### src/axi_bridge_pkg.sv
`default_nettype none

package axi_bridge_pkg;

   // Native and AXI widths
   localparam int ADDR_W = 32;
   localparam int DATA_W = 32;

   // AXI burst length and response fields
   localparam int AXI_LEN_W  = 8;
   localparam int AXI_RESP_W = 2;

   // Anything other than OKAY is treated as a failed transfer
   localparam logic [AXI_RESP_W-1:0] RESP_OKAY = 2'b00;

   // Burst engine states, the read engine never enters ST_RESP
   localparam logic [1:0] ST_IDLE = 2'd0;
   localparam logic [1:0] ST_ADDR = 2'd1;
   localparam logic [1:0] ST_DATA = 2'd2;
   localparam logic [1:0] ST_RESP = 2'd3;

endpackage

`default_nettype wire

### src/iob2axi.sv
`default_nettype none

module iob2axi
   import axi_bridge_pkg::*;
(
   input  wire                   clk,
   input  wire                   rst_n,

   // Control
   input  wire  [AXI_LEN_W-1:0]  length,
   output logic                  iob2axi_ready,
   output logic                  error,

   // Native side
   input  wire                   valid,
   input  wire  [ADDR_W-1:0]     addr,
   input  wire  [DATA_W-1:0]     wdata,
   input  wire  [DATA_W/8-1:0]   wstrb,
   output logic [DATA_W-1:0]     rdata,
   output logic                  ready,

   // AXI master, read channels
   output logic [ADDR_W-1:0]     m_araddr,
   output logic [AXI_LEN_W-1:0]  m_arlen,
   output logic                  m_arvalid,
   input  wire                   m_arready,
   input  wire  [DATA_W-1:0]     m_rdata,
   input  wire  [AXI_RESP_W-1:0] m_rresp,
   input  wire                   m_rlast,
   input  wire                   m_rvalid,
   output logic                  m_rready,

   // AXI master, write channels
   output logic [ADDR_W-1:0]     m_awaddr,
   output logic [AXI_LEN_W-1:0]  m_awlen,
   output logic                  m_awvalid,
   input  wire                   m_awready,
   output logic [DATA_W-1:0]     m_wdata,
   output logic [DATA_W/8-1:0]   m_wstrb,
   output logic                  m_wlast,
   output logic                  m_wvalid,
   input  wire                   m_wready,
   input  wire  [AXI_RESP_W-1:0] m_bresp,
   input  wire                   m_bvalid,
   output logic                  m_bready
);

   logic is_write;
   logic rd_valid;
   logic wr_valid;
   logic rd_ack;
   logic wr_ack;
   logic rd_idle;
   logic wr_idle;
   logic rd_error;
   logic wr_error;
   logic last_write;

   // Any strobe set marks a write
   assign is_write = |wstrb;
   assign rd_valid = valid && !is_write;
   assign wr_valid = valid && is_write;

   assign ready         = is_write ? wr_ack : rd_ack;
   assign iob2axi_ready = rd_idle && wr_idle;
   assign error         = last_write ? wr_error : rd_error;

   // Engine that opened the latest burst owns the error status
   always_ff @(posedge clk or negedge rst_n) begin
      if (!rst_n) begin
         last_write <= 1'b0;
      end else if (valid && (is_write ? wr_idle : rd_idle)) begin
         last_write <= is_write;
      end
   end

   iob2axi_rd u_rd (
      .clk       (clk),
      .rst_n     (rst_n),
      .length    (length),
      .rd_ready  (rd_idle),
      .error     (rd_error),
      .valid     (rd_valid),
      .addr      (addr),
      .rdata     (rdata),
      .ready     (rd_ack),
      .m_araddr  (m_araddr),
      .m_arlen   (m_arlen),
      .m_arvalid (m_arvalid),
      .m_arready (m_arready),
      .m_rdata   (m_rdata),
      .m_rresp   (m_rresp),
      .m_rlast   (m_rlast),
      .m_rvalid  (m_rvalid),
      .m_rready  (m_rready)
   );

   iob2axi_wr u_wr (
      .clk       (clk),
      .rst_n     (rst_n),
      .length    (length),
      .wr_ready  (wr_idle),
      .error     (wr_error),
      .valid     (wr_valid),
      .addr      (addr),
      .wdata     (wdata),
      .wstrb     (wstrb),
      .ready     (wr_ack),
      .m_awaddr  (m_awaddr),
      .m_awlen   (m_awlen),
      .m_awvalid (m_awvalid),
      .m_awready (m_awready),
      .m_wdata   (m_wdata),
      .m_wstrb   (m_wstrb),
      .m_wlast   (m_wlast),
      .m_wvalid  (m_wvalid),
      .m_wready  (m_wready),
      .m_bresp   (m_bresp),
      .m_bvalid  (m_bvalid),
      .m_bready  (m_bready)
   );

endmodule

`default_nettype wire

### src/iob2axi_rd.sv
`default_nettype none

module iob2axi_rd
   import axi_bridge_pkg::*;
(
   input  wire                   clk,
   input  wire                   rst_n,

   // Control
   input  wire  [AXI_LEN_W-1:0]  length,
   output logic                  rd_ready,
   output logic                  error,

   // Native side
   input  wire                   valid,
   input  wire  [ADDR_W-1:0]     addr,
   output logic [DATA_W-1:0]     rdata,
   output logic                  ready,

   // AR channel
   output logic [ADDR_W-1:0]     m_araddr,
   output logic [AXI_LEN_W-1:0]  m_arlen,
   output logic                  m_arvalid,
   input  wire                   m_arready,

   // R channel
   input  wire  [DATA_W-1:0]     m_rdata,
   input  wire  [AXI_RESP_W-1:0] m_rresp,
   input  wire                   m_rlast,
   input  wire                   m_rvalid,
   output logic                  m_rready
);

   logic [1:0]           state;
   logic [ADDR_W-1:0]    addr_q;
   logic [AXI_LEN_W-1:0] len_q;
   logic [AXI_LEN_W-1:0] beat_cnt;
   logic                 open;
   logic                 r_xfer;
   logic                 last_due;

   // First request while idle opens the burst without taking the word
   assign open     = (state == ST_IDLE) && valid;
   assign r_xfer   = m_rvalid && m_rready;
   assign last_due = (beat_cnt == len_q);

   assign rd_ready  = (state == ST_IDLE);
   assign m_arvalid = (state == ST_ADDR);
   assign m_araddr  = addr_q;
   assign m_arlen   = len_q;

   // Beats pass straight through without buffering
   assign m_rready = (state == ST_DATA) && valid;
   assign ready    = m_rready && m_rvalid;
   assign rdata    = m_rdata;

   // Burst address and length
   always_ff @(posedge clk) begin
      if (open) begin
         addr_q <= addr;
         len_q  <= length;
      end
   end

   always_ff @(posedge clk or negedge rst_n) begin
      if (!rst_n) begin
         state    <= ST_IDLE;
         beat_cnt <= '0;
         error    <= 1'b0;
      end else begin
         case (state)
            ST_IDLE: begin
               if (open) begin
                  state    <= ST_ADDR;
                  beat_cnt <= '0;
                  error    <= 1'b0;
               end
            end
            ST_ADDR: begin
               if (m_arready) begin
                  state <= ST_DATA;
               end
            end
            ST_DATA: begin
               if (r_xfer) begin
                  beat_cnt <= beat_cnt + 1'b1;
                  // Bad response or rlast out of step with the count
                  if (m_rresp != RESP_OKAY || m_rlast != last_due) begin
                     error <= 1'b1;
                  end
                  if (m_rlast) begin
                     state <= ST_IDLE;
                  end
               end
            end
            default: begin
               state <= ST_IDLE;
            end
         endcase
      end
   end

   // AR request is held with stable payload until accepted
   a_ar_stable: assert property (@(posedge clk) disable iff (!rst_n)
      m_arvalid && !m_arready |=> m_arvalid && $stable(m_araddr) && $stable(m_arlen));

endmodule

`default_nettype wire

### src/iob2axi_wr.sv
`default_nettype none

module iob2axi_wr
   import axi_bridge_pkg::*;
(
   input  wire                   clk,
   input  wire                   rst_n,

   // Control
   input  wire  [AXI_LEN_W-1:0]  length,
   output logic                  wr_ready,
   output logic                  error,

   // Native side
   input  wire                   valid,
   input  wire  [ADDR_W-1:0]     addr,
   input  wire  [DATA_W-1:0]     wdata,
   input  wire  [DATA_W/8-1:0]   wstrb,
   output logic                  ready,

   // AW channel
   output logic [ADDR_W-1:0]     m_awaddr,
   output logic [AXI_LEN_W-1:0]  m_awlen,
   output logic                  m_awvalid,
   input  wire                   m_awready,

   // W channel
   output logic [DATA_W-1:0]     m_wdata,
   output logic [DATA_W/8-1:0]   m_wstrb,
   output logic                  m_wlast,
   output logic                  m_wvalid,
   input  wire                   m_wready,

   // B channel
   input  wire  [AXI_RESP_W-1:0] m_bresp,
   input  wire                   m_bvalid,
   output logic                  m_bready
);

   logic [1:0]           state;
   logic [ADDR_W-1:0]    addr_q;
   logic [AXI_LEN_W-1:0] len_q;
   logic [AXI_LEN_W-1:0] beat_cnt;
   logic                 open;
   logic                 w_xfer;
   logic                 b_xfer;

   // Opening does not consume the first word
   assign open   = (state == ST_IDLE) && valid;
   assign w_xfer = m_wvalid && m_wready;
   assign b_xfer = m_bvalid && m_bready;

   assign wr_ready  = (state == ST_IDLE);
   assign m_awvalid = (state == ST_ADDR);
   assign m_awaddr  = addr_q;
   assign m_awlen   = len_q;

   // W beat follows the native word directly
   assign m_wvalid = (state == ST_DATA) && valid;
   assign m_wdata  = wdata;
   assign m_wstrb  = wstrb;
   assign m_wlast  = m_wvalid && (beat_cnt == len_q);
   assign ready    = m_wvalid && m_wready;

   // Wait for the write response
   assign m_bready = (state == ST_RESP);

   always_ff @(posedge clk) begin
      if (open) begin
         addr_q <= addr;
         len_q  <= length;
      end
   end

   always_ff @(posedge clk or negedge rst_n) begin
      if (!rst_n) begin
         state    <= ST_IDLE;
         beat_cnt <= '0;
         error    <= 1'b0;
      end else begin
         case (state)
            ST_IDLE: begin
               if (open) begin
                  state    <= ST_ADDR;
                  beat_cnt <= '0;
                  error    <= 1'b0;
               end
            end
            ST_ADDR: begin
               if (m_awready) begin
                  state <= ST_DATA;
               end
            end
            ST_DATA: begin
               if (w_xfer) begin
                  beat_cnt <= beat_cnt + 1'b1;
                  if (m_wlast) begin
                     state <= ST_RESP;
                  end
               end
            end
            ST_RESP: begin
               if (b_xfer) begin
                  state <= ST_IDLE;
                  if (m_bresp != RESP_OKAY) begin
                     error <= 1'b1;
                  end
               end
            end
            default: begin
               state <= ST_IDLE;
            end
         endcase
      end
   end

   // AW request is held with stable payload until accepted
   a_aw_stable: assert property (@(posedge clk) disable iff (!rst_n)
      m_awvalid && !m_awready |=> m_awvalid && $stable(m_awaddr) && $stable(m_awlen));

   // W closes after the last beat and the engine waits for B
   a_no_w_after_last: assert property (@(posedge clk) disable iff (!rst_n)
      w_xfer && m_wlast |=> !m_wvalid && m_bready);

   // Beat count stays within the announced burst length
   a_beat_in_range: assert property (@(posedge clk) disable iff (!rst_n)
      w_xfer |-> (beat_cnt <= len_q));

endmodule

`default_nettype wire

### config.mk
export PLATFORM = sky130hd
export DESIGN_NAME = iob2axi
export DESIGN_NICKNAME = d
export VERILOG_FILES = /design/src/axi_bridge_pkg.sv /design/src/iob2axi.sv /design/src/iob2axi_rd.sv /design/src/iob2axi_wr.sv
export SDC_FILE = /design/constraint.sdc
export NUM_CORES = 1
export LEC_CHECK = 0
export ABC_CLOCK_PERIOD_IN_PS = 6400
export BUFFER_PORTS_ARGS = -buffer_cell sky130_fd_sc_hd__buf_2
export CAP_MARGIN = 20
export CORE_MARGIN = 2
export CORE_UTILIZATION = 38
export DETAILED_ROUTE_END_ITERATION = 8
export GPL_TIMING_DRIVEN = 0
export PLACE_DENSITY = 0.84
export SLEW_MARGIN = 20
export SYNTH_ARGS = -nofsm -noshare
export SYNTH_HDL_FRONTEND = slang
export SYNTH_SLANG_ARGS = --single-unit
### constraint.sdc
create_clock -name clk -period 6.4 [get_ports clk]
set_input_delay 0.96 -clock clk [delete_from_list [all_inputs] [get_ports clk]]
set_output_delay 0.96 -clock clk [all_outputs]
set_load 0.02 [all_outputs]
# Word-level counts from Yosys, hierarchy flattened
# Cells that the tools add are included.
[word_totals] out_inout_bits=157 elab_cells=88 ff_bits=103
[op_classes] mux=28 reduce_logical=28 n_eq_ne=19 n_addsub=2
[op_table] cell="2-to-1 mux 8 bit" n=4
[op_table] cell="case mux 8 bit (2 select lines)" n=2
[op_table] cell="2-to-1 mux 2 bit" n=9
[op_table] cell="adder 8 x 1 -> 8 bit, second input constant" n=2
[op_table] cell="== test 8 bit" n=2
[op_table] cell="!= test 2 bit, second input constant" n=7
[op_table] cell="logical AND 1 bit" n=12
[op_table] cell="AND reduction 4 bit" n=3
[op_table] cell="nonzero test 2 bit" n=5
[op_table] cell="2-to-1 mux 1 bit" n=9
[op_table] cell="!= test 2 x 1 -> 1 bit, second input constant" n=4
[op_table] cell="case mux 2 bit (4 select lines)" n=1
[op_table] cell="== test 2 bit, second input constant" n=3
[op_table] cell="case mux 2 bit (3 select lines)" n=1
[op_table] cell="AND reduction 3 bit" n=2
[op_table] cell="AND reduction 5 bit" n=1
[op_table] cell="== test 2 x 1 -> 1 bit, second input constant" n=2
[op_table] cell="zero test 2 bit" n=2
[op_table] cell="case mux 1 bit (2 select lines)" n=2
[op_table] cell="OR reduction 4 bit" n=1
[op_table] cell="zero test 1 bit" n=1
[op_table] cell="logical OR 1 bit" n=1
[op_table] cell="!= test 1 bit" n=1

# Depth between registers and ports, before layout
[logic_depth] ltp_word=7 ltp_mapped=8 ltp_nobuf=7

# Modules after synthesis
# Synthesis repeated with hierarchy kept, for this count alone.
[hier_totals] cells_unflattened=308 hier_area_um2=4465.5
[modules_own_cells] module="iob2axi_wr" area_per_inst_um2=2219.6 n_inst=1 seq_area_each_um2=1476.4 cells_per_inst=151
[modules_own_cells] module="iob2axi_rd" area_per_inst_um2=2133.3 n_inst=1 seq_area_each_um2=1476.4 cells_per_inst=147
[modules_own_cells] module="iob2axi" area_per_inst_um2=112.6 n_inst=1 seq_area_each_um2=25.0 cells_per_inst=10

# Least setup slack after synthesis
# OpenSTA, ideal clock, no wires.
[synth_path] path_kind="input to register" from="in wstrb[1]" to="reg u_rd.addr_q[0] (netlist: u_rd.m_araddr[0]) (enable)" setup_ps=444 slack_ps=2680 path_buffers=0 required_time_ps=5956 cell_stages=3 arrival_ps=3276 path_cell_list="nor4_2 > nand3b_1 > nor2_1"
[synth_via] elab_chain_cells=4
[synth_rtl] element="start, declared" line="iob2axi.sv:18" rtl="input wire [DATA_W/8-1:0] wstrb,"
[synth_rtl] element="OR reduction 4 bit" line="iob2axi.sv:60" rtl="assign is_write = |wstrb;"
[synth_rtl] element="zero test 1 bit" line="iob2axi.sv:61" rtl="assign rd_valid = valid && !is_write;"
[synth_rtl] element="logical AND 1 bit" line="iob2axi.sv:61"
[synth_rtl] element="logical AND 1 bit" line="iob2axi_rd.sv:43" rtl="assign open = (state == ST_IDLE) && valid;"
[synth_rtl] element="via u_rd.open" line="iob2axi_rd.sv:38" rtl="logic open;"
[synth_rtl] element="end signal, assigned" line="iob2axi_rd.sv:60" rtl="addr_q <= addr;"
[synth_rtl] element="end, declared" line="iob2axi_rd.sv:35" rtl="logic [ADDR_W-1:0] addr_q;"
# The timed path passes the listed nets, and every way through them passes these cells.
# A chain may end at the register's enable or synchronous reset.

# Worst setup path after layout
[layout_path] from="in wstrb[1]" to="out ready"
[layout_via] elab_chain_cells=6 elab_cells_between_ends=9 classes_between="mux (1); reduce/logical (8)"
[layout_rtl] element="OR reduction 4 bit *" line="iob2axi.sv:60"
[layout_rtl] element="zero test 1 bit" line="iob2axi.sv:61"
[layout_rtl] element="logical AND 1 bit" line="iob2axi.sv:61"
[layout_rtl] element="logical AND 1 bit" line="iob2axi_rd.sv:53" rtl="assign m_rready = (state == ST_DATA) && valid;"
[layout_rtl] element="logical AND 1 bit" line="iob2axi_rd.sv:54" rtl="assign ready = m_rready && m_rvalid;"
[layout_rtl] element="2-to-1 mux 1 bit *" line="iob2axi.sv:64" rtl="assign ready = is_write ? wr_ack : rd_ack;"
[layout_rtl] element="end, declared" line="iob2axi.sv:20" rtl="output logic ready,"
# Every way passes the cells marked *; elsewhere a longest branch is shown, timed or not.

==> results.ini <==
[outcome]
status = finished, final reports clean

[floorplan]
die_y_um = 112
io_pins = 278
die_x_um = 112
num_rows = 39
initial_core_util = 0.390
die_area_sq_mm = 0.0126
core_area_sq_mm = 0.0115

[placed_design]
place_congestion = 0.815
place_area_sq_mm = 0.00576
port_buffers = 212
hpwlAfterDp_um = 10000

[yosys]
synth_edf_count = 80
ys_types = 46
syn_inst = 311
ys.flop_type = edfxtp_1
synthDominantCellAreaShare = 0.538
yosysTopAreaCell = edfxtp_1
synth-seq-area-share = 0.666
avgSynthCellArea_sq_um = 14.4
netlist_area_sq_mm = 0.00447
syn_nets = 439
yosysWarnings = 0
synth_area_leaders = edfxtp_1 54%, dfrtp_1 13%, buf_4 11%
async_flop_share = 0.223
ys_ff_latch = 103

[cts]
numClockSinks = 103
cts_resized = 0
htree_num_levels = 3
clockBufferDepth = 2
cts.reportedPaths.clkPinSlew_ps = 70
cts_root_buf = clkbuf_16
post_cts_buffers = 0
clk_latency_ps = 350
cts_tree = done
numCtsBuffers = 9
ctsHoldBuffers = 0

[drt]
wirelength_um = 12300
firstDrtPassIters = 4
vias = 3273
viasPerCell = 4.78
drt_iter0_markers = 147
ant_nets = 0
post_drt_wl_per_cell_um = 18.0
drc = 0

[min_path]
holdCritPathClass = reg -> reg

[grt]
grt_pass1_vias = 3547
grt_max_degree = 28
grt.total_usage = 0.193
antenna_found_initial = 3
grt_pass1_wl_um = 18500
gr-total-overflow = 0

[sta]
finalHoldViolations = 0
fmax_mhz = 286
skew_ps = 5.72
finalCritPeriodShare = 0.547
fin_tns_setup_ps = 0
slew_violations = 0
rsz0062_at_grt = no
slew_headroom = 0.607
worst_slew_pin_slew_ps = 589
fin_crit_ps = 3500
setup_viol = 0

[worst_setup_path]
crit_slowest_cell = nor4_2
cp_slowest_stage_delay_ps = 430
worstSetupPathType = in -> out
start_kind = input port
crit_required_ps = 5440
crit_chain = buf_2 -> nor4_2 -> nand3b_1 -> or2_1 -> o21ai_0 -> buf_2
critical_path_buf_inv_count = 2
critPathCaptureType = output port
crit_family = simple AND/OR/NAND/NOR gates
crit_arrival_ps = 2540
worstPathMaxFanout = 6
crit_top_cell = buf_2

[final_layout]
mostFrequentLayoutCells = 213 x buf_2, 80 x edfxtp_1, 68 x buf_4
area_growth_pct = 35.7
mostFrequentLayoutCell = buf_2
finalNetCount = 664
drive_gt1_frac = 0.580
final_area_sq_mm = 0.00606
utilization = 0.529

[pwr]
power_uw = 1870
power_density_mw_per_mm2 = 308
p_leak_uw = 0.00274
ir_drop_mv = 0.276

[run]
maxCapViolCount = 0

## kinds of logic (layout without fill, tap and decap cells)
| kind of cell | Yosys count | in the layout | synth area share |
|---|---|---|---|
| AOI/OAI and AO/OA | 31 | 31 | 0.0563 |
| xor gates and xnor gates | 26 | 26 | 0.0510 |
| adders and majority gates | 7 | 7 | 0.0196 |
| buffers and inverters | 82 | 312 | 0.126 |
| DFF | 103 | 103 | 0.666 |
| muxes | 3 | 3 | 0.00812 |
| other | 0 | 1 | 0 |
| and+or+nand+nor | 59 | 59 | 0.0723 |
## where the power goes
part / total (uW) / leakage, uW / internal [uW] / switching [uW]
registers: 853 / 0.00104 / 808 / 45.0
logic: 478 / 0.00156 / 185 / 292
clock network: 538 / 0.000146 / 276 / 262
## flip-flops by register name (all words and copies together) (netlist names)
| register | cells |
|---|---|
| u_wr.m_awaddr | 32 |
| u_wr.m_awlen | 8 |
| u_rd.beat_cnt | 8 |
| u_rd.m_araddr | 32 |
| u_wr.beat_cnt | 8 |
| u_rd.error | 1 |
| u_wr.state | 2 |
| u_rd.state | 2 |
| last_write | 1 |
| u_rd.m_arlen | 8 |
| u_wr.error | 1 |
## routing by layer
layer / wire length (um) / up-vias / global-route usage
li1: - / 1490 / -
met1: 4290 / 1558 / 0.198
met2: 6290 / 201 / 0.338
met3: 1420 / 20 / 0.0918
met4: 309 / 4 / 0.0797
met5: 24 / - / 0
## final timing paths
path,from,end,slack (ps),cells past startpoint
max in group asynchronous,rst_n,u_rd.beat_cnt[1]$_DFFE_PN0P_,5450,1
min in group asynchronous,rst_n,u_rd.beat_cnt[3]$_DFFE_PN0P_,590,1
worst min register to register,last_write$_DFFE_PN0P_,last_write$_DFFE_PN0P_,550,2
worst max-delay path,wstrb[1],ready,2900,6
worst max register to register,u_wr.state[0]$_DFFE_PN0P_,u_wr.beat_cnt[7]$_DFFE_PN0P_,4460,8
worst min-delay path,last_write$_DFFE_PN0P_,last_write$_DFFE_PN0P_,550,2
## cells in the mapped netlist (5+ instances only)
cell type,instances
edfxtp_1,80
buf_4,68
dfrtp_1,23
nor2_1,15
xnor2_1,15
nand2_1,14
xor2_1,11
inv_1,10
ha_1,7
o21ai_0,7
a21oi_1,6
nand3_1,6
nor3_1,5
## cell type report
| type | count | area (sq um) |
|---|---|---|
| fill | 957 | 5410 |
| sequential | 103 | 2980 |
| timing repair buffer | 214 | 1110 |
| multi-input combinational | 126 | 933 |
| buffer | 72 | 527 |
| clock buffer | 9 | 225 |
| tap | 143 | 179 |
| clock inverter | 7 | 71.3 |
| inverter | 10 | 37.5 |
| antenna | 1 | 2.50 |
## worst min-delay path: stages (launching register included)
cell	delay [ps]
dfrtp_1	350
o21ai_0	90
nand2_1	70
## metrics by stage
step           hold slack (ps)  instances  worst slack [ps]
2_1_floorplan              485        311              2680
3_3_place_gp               516        666              1370
3_5_place_dp               532        668              2890
4_1_cts                    552        684              2890
5_1_grt                    594        684              2780
6_report                   549        685              2900
(Power assumes the default switching activity.)
